## config.mk

```make
export PLATFORM = sky130hd
export DESIGN_NAME = spi_fl_top
export DESIGN_NICKNAME = d
export VERILOG_FILES = /design/src/spi_fl_map_pkg.sv /design/src/spi_fl_proto_pkg.sv /design/src/spi_fl_engine.sv /design/src/spi_fl_regs.sv /design/src/spi_fl_top.sv
export SDC_FILE = /design/constraint.sdc
export NUM_CORES = 1
export LEC_CHECK = 0
export ABC_CLOCK_PERIOD_IN_PS = 8300
export BUFFER_PORTS_ARGS = -buffer_cell sky130_fd_sc_hd__buf_2
export CAP_MARGIN = 40
export CORE_ASPECT_RATIO = 1.75
export CORE_UTILIZATION = 46
export CTS_CLUSTER_SIZE = 12
export DETAILED_ROUTE_END_ITERATION = 12
export SLEW_MARGIN = 20
export SYNTH_ARGS = -nofsm -noshare
export SYNTH_HDL_FRONTEND = slang
export SYNTH_SLANG_ARGS = --single-unit
```

## constraint.sdc

```tcl
create_clock -name clk -period 8.3 [get_ports clk]
set_input_delay 1.245 -clock clk [delete_from_list [all_inputs] [get_ports clk]]
set_output_delay 1.245 -clock clk [all_outputs]
set_load 0.02 [all_outputs]
```

## src/spi_fl_map_pkg.sv

```systemverilog
`default_nettype none

package spi_fl_map_pkg;

    // Word offsets, decoded from wb_adr[4:2]
    localparam logic [2:0] REG_ADDRESS = 3'd0;
    localparam logic [2:0] REG_DATAIN  = 3'd1;
    localparam logic [2:0] REG_COMMAND = 3'd2;
    localparam logic [2:0] REG_CTRL    = 3'd3;
    localparam logic [2:0] REG_STATUS  = 3'd4;
    localparam logic [2:0] REG_DATAOUT = 3'd5;

    // COMMAND word fields
    localparam int CMD_BYTE_LSB  = 0;
    localparam int CMD_W         = 8;
    localparam int CMD_NBITS_LSB = 8;
    localparam int NBITS_W       = 6;
    localparam int CMD_DUMMY_LSB = 16;
    localparam int DUMMY_W       = 4;

    // CTRL word fields
    localparam int CTRL_TYPE_LSB  = 0;
    localparam int CTYPE_W        = 3;
    localparam int CTRL_START_BIT = 8;
    localparam int CTRL_SRST_BIT  = 9;

    // STATUS bits
    localparam int STAT_BUSY_BIT = 0;
    localparam int STAT_DONE_BIT = 1;

endpackage

`default_nettype wire

```

## src/spi_fl_proto_pkg.sv

```systemverilog
`default_nettype none

package spi_fl_proto_pkg;

    localparam int FL_ADDR_W = 24;
    localparam int DATA_W    = 32;

    // Frame layout selected by software
    typedef enum logic [2:0] {
        CT_CMD         = 3'd0,
        CT_CMD_RD      = 3'd1,
        CT_CMD_ADDR_RD = 3'd2,
        CT_CMD_WR      = 3'd3,
        CT_CMD_ADDR_WR = 3'd4
    } comm_type_e;

    typedef enum logic [2:0] {
        ST_IDLE  = 3'd0,
        ST_CMD   = 3'd1,
        ST_ADDR  = 3'd2,
        ST_DUMMY = 3'd3,
        ST_DATA  = 3'd4,
        ST_END   = 3'd5
    } engine_state_e;

endpackage

`default_nettype wire

```

## src/spi_fl_engine.sv

```systemverilog
`timescale 1ns/1ps
`default_nettype none

module spi_fl_engine #(
    parameter int CLKS_PER_HALF_SCLK = 2
) (
    input  logic                                     clk,
    input  logic                                     reset,
    input  logic                                     soft_reset,
    input  logic                                     start,
    input  logic [spi_fl_proto_pkg::FL_ADDR_W-1:0]   address,
    input  logic [spi_fl_proto_pkg::DATA_W-1:0]      data_in,
    input  logic [7:0]                               command,
    input  logic [5:0]                               ndata_bits,
    input  logic [3:0]                               dummy_cycles,
    input  spi_fl_proto_pkg::comm_type_e             comm_type,
    input  logic                                     miso,
    output logic                                     ready,
    output logic                                     done,
    output logic [spi_fl_proto_pkg::DATA_W-1:0]      data_out,
    output logic                                     sclk,
    output logic                                     ss,
    output logic                                     mosi
);
    import spi_fl_proto_pkg::*;

    localparam int DIV_W = $clog2(CLKS_PER_HALF_SCLK + 1);

    logic              rst_int;
    engine_state_e     state;
    engine_state_e     nxt_state;
    logic [DIV_W-1:0]  div_cnt;
    logic              half_tick;
    logic [5:0]        bit_cnt;
    logic [5:0]        nxt_bits;
    logic [DATA_W-1:0] tx_sr;
    logic [DATA_W-1:0] nxt_sr;
    logic [DATA_W-1:0] data_aligned;
    logic              rx_en;

    // Frame settings captured at start
    comm_type_e        type_r;
    logic [5:0]        nbits_r;
    logic [3:0]        dummy_r;
    logic              has_addr;
    logic              is_rd;
    logic              is_wr;
    logic              to_dummy;

    assign rst_int = reset | soft_reset;

    assign has_addr = (type_r == CT_CMD_ADDR_RD) || (type_r == CT_CMD_ADDR_WR);
    assign is_rd    = (type_r == CT_CMD_RD) || (type_r == CT_CMD_ADDR_RD);
    assign is_wr    = (type_r == CT_CMD_WR) || (type_r == CT_CMD_ADDR_WR);
    assign to_dummy = is_rd && (dummy_r != 4'd0);

    assign half_tick = (div_cnt == DIV_W'(CLKS_PER_HALF_SCLK - 1));

    // Low N bits of data_in moved to the top, counts above 32 lead with zeros
    assign data_aligned = nbits_r[5] ? data_in : (data_in << (6'd32 - nbits_r));

    // Zero padding while the data bit index is 32 or more
    assign mosi = tx_sr[DATA_W-1] & ~bit_cnt[5];

    assign rx_en = half_tick && !sclk && (state == ST_DATA) && is_rd;

    // Phase that follows the last bit of the current one
    always_comb begin
        nxt_state = ST_END;
        nxt_bits  = '0;
        nxt_sr    = '0;
        if (state == ST_CMD && has_addr) begin
            nxt_state = ST_ADDR;
            nxt_bits  = 6'(FL_ADDR_W - 1);
            nxt_sr    = {address, {(DATA_W-FL_ADDR_W){1'b0}}};
        end else if ((state == ST_CMD || state == ST_ADDR) && to_dummy) begin
            nxt_state = ST_DUMMY;
            nxt_bits  = {2'b00, dummy_r} - 6'd1;
        end else if (state != ST_DATA && (is_rd || is_wr)) begin
            nxt_state = ST_DATA;
            nxt_bits  = nbits_r - 6'd1;
            nxt_sr    = is_wr ? data_aligned : '0;
        end
    end

    always_ff @(posedge clk) begin
        if (rst_int) begin
            state   <= ST_IDLE;
            ready   <= 1'b1;
            done    <= 1'b0;
            ss      <= 1'b1;
            sclk    <= 1'b0;
            div_cnt <= '0;
            bit_cnt <= '0;
            tx_sr   <= '0;
        end else begin
            done <= 1'b0;
            case (state)
                ST_IDLE: begin
                    if (start) begin
                        ready   <= 1'b0;
                        ss      <= 1'b0;
                        div_cnt <= '0;
                        bit_cnt <= 6'd7;
                        tx_sr   <= {command, {(DATA_W-8){1'b0}}};
                        state   <= ST_CMD;
                    end
                end
                ST_END: begin
                    // ss rises half a period after the last falling edge
                    if (ss) begin
                        done  <= 1'b1;
                        ready <= 1'b1;
                        state <= ST_IDLE;
                    end else if (half_tick) begin
                        ss <= 1'b1;
                    end
                    div_cnt <= half_tick ? '0 : div_cnt + 1'b1;
                end
                default: begin
                    div_cnt <= half_tick ? '0 : div_cnt + 1'b1;
                    if (half_tick) begin
                        sclk <= ~sclk;
                        // Falling edge moves to the next bit
                        if (sclk) begin
                            if (bit_cnt == 6'd0) begin
                                state   <= nxt_state;
                                bit_cnt <= nxt_bits;
                                tx_sr   <= nxt_sr;
                            end else begin
                                bit_cnt <= bit_cnt - 6'd1;
                                if (!bit_cnt[5]) begin
                                    tx_sr <= tx_sr << 1;
                                end
                            end
                        end
                    end
                end
            endcase
        end
    end

    // Receive shift register, cleared so short reads come back right-aligned
    always_ff @(posedge clk) begin
        if (state == ST_IDLE && start) begin
            type_r   <= comm_type;
            nbits_r  <= (ndata_bits == 6'd0) ? 6'd32 : ndata_bits;
            dummy_r  <= dummy_cycles;
            data_out <= '0;
        end else if (rx_en) begin
            data_out <= {data_out[DATA_W-2:0], miso};
        end
    end

endmodule

`default_nettype wire

```

## src/spi_fl_regs.sv

```systemverilog
`timescale 1ns/1ps
`default_nettype none

module spi_fl_regs (
    input  logic                                     clk,
    input  logic                                     reset,
    input  logic                                     wb_cyc,
    input  logic                                     wb_stb,
    input  logic                                     wb_we,
    input  logic [31:0]                              wb_adr,
    input  logic [spi_fl_proto_pkg::DATA_W-1:0]      wb_dat_w,
    output logic [spi_fl_proto_pkg::DATA_W-1:0]      wb_dat_r,
    output logic                                     wb_ack,
    input  logic                                     ready,
    input  logic                                     done,
    input  logic [spi_fl_proto_pkg::DATA_W-1:0]      data_out,
    output logic                                     start,
    output logic                                     soft_reset,
    output logic [spi_fl_proto_pkg::FL_ADDR_W-1:0]   address,
    output logic [spi_fl_proto_pkg::DATA_W-1:0]      data_in,
    output logic [spi_fl_map_pkg::CMD_W-1:0]         command,
    output logic [spi_fl_map_pkg::NBITS_W-1:0]       ndata_bits,
    output logic [spi_fl_map_pkg::DUMMY_W-1:0]       dummy_cycles,
    output spi_fl_proto_pkg::comm_type_e             comm_type
);
    import spi_fl_map_pkg::*;
    import spi_fl_proto_pkg::*;

    logic [2:0]        word_sel;
    logic              req;
    logic              wr_en;
    logic              ctrl_wr;
    logic              done_flag;
    logic [DATA_W-1:0] dataout_r;
    logic [DATA_W-1:0] rd_mux;

    assign word_sel = wb_adr[4:2];
    assign req      = wb_cyc & wb_stb & ~wb_ack;
    assign wr_en    = req & wb_we;
    assign ctrl_wr  = wr_en && (word_sel == REG_CTRL);

    // Single-cycle ack, one clock after the request is seen
    always_ff @(posedge clk) begin
        if (reset) begin
            wb_ack <= 1'b0;
        end else begin
            wb_ack <= req;
        end
    end

    // Configuration registers
    always_ff @(posedge clk) begin
        if (reset) begin
            address      <= '0;
            data_in      <= '0;
            command      <= '0;
            ndata_bits   <= '0;
            dummy_cycles <= '0;
            comm_type    <= CT_CMD;
        end else if (wr_en) begin
            case (word_sel)
                REG_ADDRESS: address <= wb_dat_w[FL_ADDR_W-1:0];
                REG_DATAIN:  data_in <= wb_dat_w;
                REG_COMMAND: begin
                    command      <= wb_dat_w[CMD_BYTE_LSB +: CMD_W];
                    ndata_bits   <= wb_dat_w[CMD_NBITS_LSB +: NBITS_W];
                    dummy_cycles <= wb_dat_w[CMD_DUMMY_LSB +: DUMMY_W];
                end
                REG_CTRL:    comm_type <= comm_type_e'(wb_dat_w[CTRL_TYPE_LSB +: CTYPE_W]);
                default: ;
            endcase
        end
    end

    // Start only accepted while the engine is idle
    always_ff @(posedge clk) begin
        if (reset) begin
            start      <= 1'b0;
            soft_reset <= 1'b0;
        end else begin
            start      <= ctrl_wr && wb_dat_w[CTRL_START_BIT] && ready;
            soft_reset <= ctrl_wr && wb_dat_w[CTRL_SRST_BIT];
        end
    end

    // Sticky done and captured read data
    always_ff @(posedge clk) begin
        if (reset) begin
            done_flag <= 1'b0;
            dataout_r <= '0;
        end else if (done) begin
            done_flag <= 1'b1;
            dataout_r <= data_out;
        end else if (start) begin
            done_flag <= 1'b0;
        end
    end

    always_comb begin
        rd_mux = '0;
        case (word_sel)
            REG_ADDRESS: rd_mux[FL_ADDR_W-1:0] = address;
            REG_DATAIN:  rd_mux = data_in;
            REG_COMMAND: begin
                rd_mux[CMD_BYTE_LSB +: CMD_W]     = command;
                rd_mux[CMD_NBITS_LSB +: NBITS_W]  = ndata_bits;
                rd_mux[CMD_DUMMY_LSB +: DUMMY_W]  = dummy_cycles;
            end
            REG_CTRL:    rd_mux[CTRL_TYPE_LSB +: CTYPE_W] = comm_type;
            REG_STATUS: begin
                rd_mux[STAT_BUSY_BIT] = ~ready;
                rd_mux[STAT_DONE_BIT] = done_flag;
            end
            REG_DATAOUT: rd_mux = dataout_r;
            default:     rd_mux = '0;
        endcase
    end

    // Read data held for the ack cycle
    always_ff @(posedge clk) begin
        if (req && !wb_we) begin
            wb_dat_r <= rd_mux;
        end
    end

endmodule

`default_nettype wire

```

## src/spi_fl_top.sv

```systemverilog
`timescale 1ns/1ps
`default_nettype none

module spi_fl_top #(
    parameter int CLKS_PER_HALF_SCLK = 2
) (
    input  logic                                  clk,
    input  logic                                  reset,
    input  logic                                  wb_cyc,
    input  logic                                  wb_stb,
    input  logic                                  wb_we,
    input  logic [31:0]                           wb_adr,
    input  logic [spi_fl_proto_pkg::DATA_W-1:0]   wb_dat_w,
    output logic [spi_fl_proto_pkg::DATA_W-1:0]   wb_dat_r,
    output logic                                  wb_ack,
    output logic                                  sclk,
    output logic                                  ss,
    output logic                                  mosi,
    input  logic                                  miso
);
    import spi_fl_proto_pkg::*;

    logic                 start;
    logic                 soft_reset;
    logic                 ready;
    logic                 done;
    logic [DATA_W-1:0]    data_out;
    logic [FL_ADDR_W-1:0] address;
    logic [DATA_W-1:0]    data_in;
    logic [7:0]           command;
    logic [5:0]           ndata_bits;
    logic [3:0]           dummy_cycles;
    comm_type_e           comm_type;

    // Software register block
    spi_fl_regs regs0 (
        .clk          (clk),
        .reset        (reset),
        .wb_cyc       (wb_cyc),
        .wb_stb       (wb_stb),
        .wb_we        (wb_we),
        .wb_adr       (wb_adr),
        .wb_dat_w     (wb_dat_w),
        .wb_dat_r     (wb_dat_r),
        .wb_ack       (wb_ack),
        .ready        (ready),
        .done         (done),
        .data_out     (data_out),
        .start        (start),
        .soft_reset   (soft_reset),
        .address      (address),
        .data_in      (data_in),
        .command      (command),
        .ndata_bits   (ndata_bits),
        .dummy_cycles (dummy_cycles),
        .comm_type    (comm_type)
    );

    // Frame engine on the flash pins
    spi_fl_engine #(
        .CLKS_PER_HALF_SCLK (CLKS_PER_HALF_SCLK)
    ) fl_spi0 (
        .clk          (clk),
        .reset        (reset),
        .soft_reset   (soft_reset),
        .start        (start),
        .address      (address),
        .data_in      (data_in),
        .command      (command),
        .ndata_bits   (ndata_bits),
        .dummy_cycles (dummy_cycles),
        .comm_type    (comm_type),
        .miso         (miso),
        .ready        (ready),
        .done         (done),
        .data_out     (data_out),
        .sclk         (sclk),
        .ss           (ss),
        .mosi         (mosi)
    );

endmodule

`default_nettype wire

```

==> qor.yml <==
yosys:
  yosys.area.top_type_share_pct: 32.1
  synthTopCellsByArea: "dfxtp_1 (32%), edfxtp_1 (11%), nand2_1 (9.8%)"
  yosysSeqAreaShare_pct: 43.4
  synth_edf_count: 45
  ys_seq_elements: 237
  yosysTopAreaCell: "dfxtp_1"
  synth_adder_area_share_pct: 0.418
  yosysMostFrequentCell: "nand2_1"
  syn_inst: 1380
  netlist_area_um2: 12000
  yosys-mux-area-fraction_pct: 11.7
  synthSimpleGateAreaFrac_pct: 19.4
  yosysUniqueCellTypes: 75
  synth_xor_area_share_pct: 1.31
  async_flop_share_pct: 0
  syn_area_per_cell_um2: 8.68
  synth_compound_area_share_pct: 19.1
  syn-num-nets: 1454
  synth_top_family_by_area: "simple AND/OR/NAND/NOR gates"
  synthFlopType: "dfxtp_1"
  yosysWarnings: 0
  synth_common_cells: "nand2_1 (312), dfxtp_1 (192), a21oi_1 (159)"
routing:
  totalWireLength_mm: 39.8
  routed_via_density: 6.18
  wire_per_inst_um: 22.9
  drt-met1-wl_mm: 15.8
  top_layer_used: "met4"
  via_count: 10800
  drc: 0
  ant_nets: 0
  drt-initial-drc-count: 890
  wl_met2_mm: 20.1
  drtPass1Iterations: 5
  wl_met3_mm: 1.89
die:
  die_width_um: 124
  core_area_um2: 25400
  boundaryPins: 106
  dieArea_um2: 26700
  rows: 77
  die_h_um: 215
  start_util_pct: 47.1
setup_path:
  path_max_fanout: 42
  path_class: "flip-flop to flip-flop"
  crit_path_start_kind: "flip-flop"
  required_ns: 8.70
  endpoint_kind: "flip-flop"
  worstPathArrival_ns: 4.19
timing:
  finClkSkew_ns: 0.0107
  min_period_over_period_pct: 45.7
  tightest_slew_ns: 0.823
  max-slew-margin-rel_pct: 44.9
  min_period_ns: 3.79
  drv_slew: 0
  setup_viol: 0
  timing.fmax_mhz: 264
  timing.final.hold_violations: 0
  tns_ns: 0
  grt_setup_unrepaired: "false"
power_and_ir_drop:
  vdd_ir_drop_max_mv: 0.146
  p_per_area_nw_per_um2: 174
  p_leak_nw: 4.70
  power_mw: 2.32
cts:
  numCtsBuffers: 25
  clk_latency_ns: 0.53
  clkTransAtPathRegs_ns: 0.06
  cts_tree: "yes"
  root_buffer: "clkbuf_16"
  cts_buffer_depth: 3
  post_cts_buffers: 0
  htreeDepth: 1
  ctsHoldBuffers: 0
  cts.sinks: 237
  cts_resized: 0
placement:
  dp_hpwl_mm: 28.6
  gp_congestion: 0.937
  numPortBuffers: 76
layout:
  syn_to_final_growth_pct: 11.6
  antenna_cells: 0
  drive_gt1_share_pct: 14.2
  nets: 1481
grt:
  grt_max_degree: 60
  grt_pass1_vias: 10400
  grt_usage_pct: 30.4
  antenna_found_initial: 0
  gr-total-overflow: 0
  grt_pass1_wl_mm: 61.5
flow_run:
  maxCapViolations: 0
worst_hold_path:
  hold_class: "flip-flop to flip-flop"
run_status:
  outcome: "complete, no violations"
## kinds of logic (layout without fill, tap and decap cells)
kind of cell               after synthesis  count (layout)
adders and majority gates                4               4
muxes                                  103             103
xor gates and xnor gates                14              14
DFF                                    237             237
AOI/OAI and AO/OA                      361             361
and+or+nand+nor                        537             537
buffers and inverters                  124             168
## layout make-up
type / count / area, µm²
timing repair buffer: 109 / 714
fill: 2443 / 12100
clock buffer: 40 / 692
multi-input combinational: 1019 / 6260
inverter: 15 / 56.3
sequential: 237 / 5200
tap: 316 / 395
clock inverter: 4 / 48.8
## critical path: stages (launching register included)
cell and delay (ns):
edfxtp_1 0.35, buf_4 0.54, inv_1 0.10, ha_1 0.30
buf_4 0.38, clkinv_1 0.44, mux2i_1 0.25, mux2i_1 0.47
a211oi_1 0.18, o21ai_0 0.46, a31oi_1 0.14
## placed cells by master (no fill, tap or decap), types with 25 or more instances in the layout
master,count
nand2_1,312
dfxtp_1,191
a21oi_1,159
nor2_1,110
buf_2,75
mux2i_1,59
edfxtp_1,45
o21ai_0,37
a22oi_1,32
buf_4,26
nand3_1,25
clkbuf_16,25
## worst paths after layout
| kind | startpoint | endpoint | slack [ns] | depth (start not counted) |
|---|---|---|---|---|
| worst max-delay path | fl_spi0.nbits_r[0] | fl_spi0.tx_sr[14] | 4.51 | 10 |
| worst min-delay path | fl_spi0.data_out[28] | fl_spi0.data_out[29] | 0.46 | 2 |
| worst max register to register | fl_spi0.nbits_r[0] | fl_spi0.tx_sr[14] | 4.51 | 10 |
| worst min register to register | fl_spi0.data_out[28] | fl_spi0.data_out[29] | 0.46 | 2 |
## per-layer routing
layer / track usage (%) / vias up
met5: 0 / -
met2: 51.7 / 380
met1: 37.7 / 5271
li1: - / 5017
met4: 14.9 / 0
met3: 3.20 / 88
## metrics by stage
stage          hold WS, ns  util (%)  setup WS (ns)  cells  area [µm²]
2_1_floorplan        0.427         -           4.94   1380       12000
3_3_place_gp         0.444      49.0           4.51   1688       12500
3_5_place_dp         0.447      49.6           4.53   1695       12600
4_1_cts              0.465      52.5           4.52   1739       13300
5_1_grt              0.475      52.5           4.34   1740       13400
6_report             0.462      52.5           4.51   1740       13400
## power by group
| group | total, mW | leakage, nW | internal, mW | switching (mW) |
|---|---|---|---|---|
| clock | 1.05 | 0.358 | 0.600 | 0.453 |
| sequential | 1.18 | 1.96 | 1.18 | 0.00657 |
| combinational | 0.0827 | 2.39 | 0.0250 | 0.0577 |
## sequential cells by signal, indices dropped and copies added, names as in the netlist, 2 cells and up
name,cells
fl_spi0.bit_cnt,6
fl_spi0.data_out,32
fl_spi0.div_cnt,2
fl_spi0.dummy_r,4
fl_spi0.nbits_r,6
fl_spi0.state,3
fl_spi0.tx_sr,32
fl_spi0.type_r,3
regs0.address,24
regs0.comm_type,3
regs0.command,8
regs0.data_in,32
regs0.dataout_r,32
regs0.dummy_cycles,4
regs0.ndata_bits,6
regs0.wb_dat_r,32
Power figures use the tool's default switching activity.
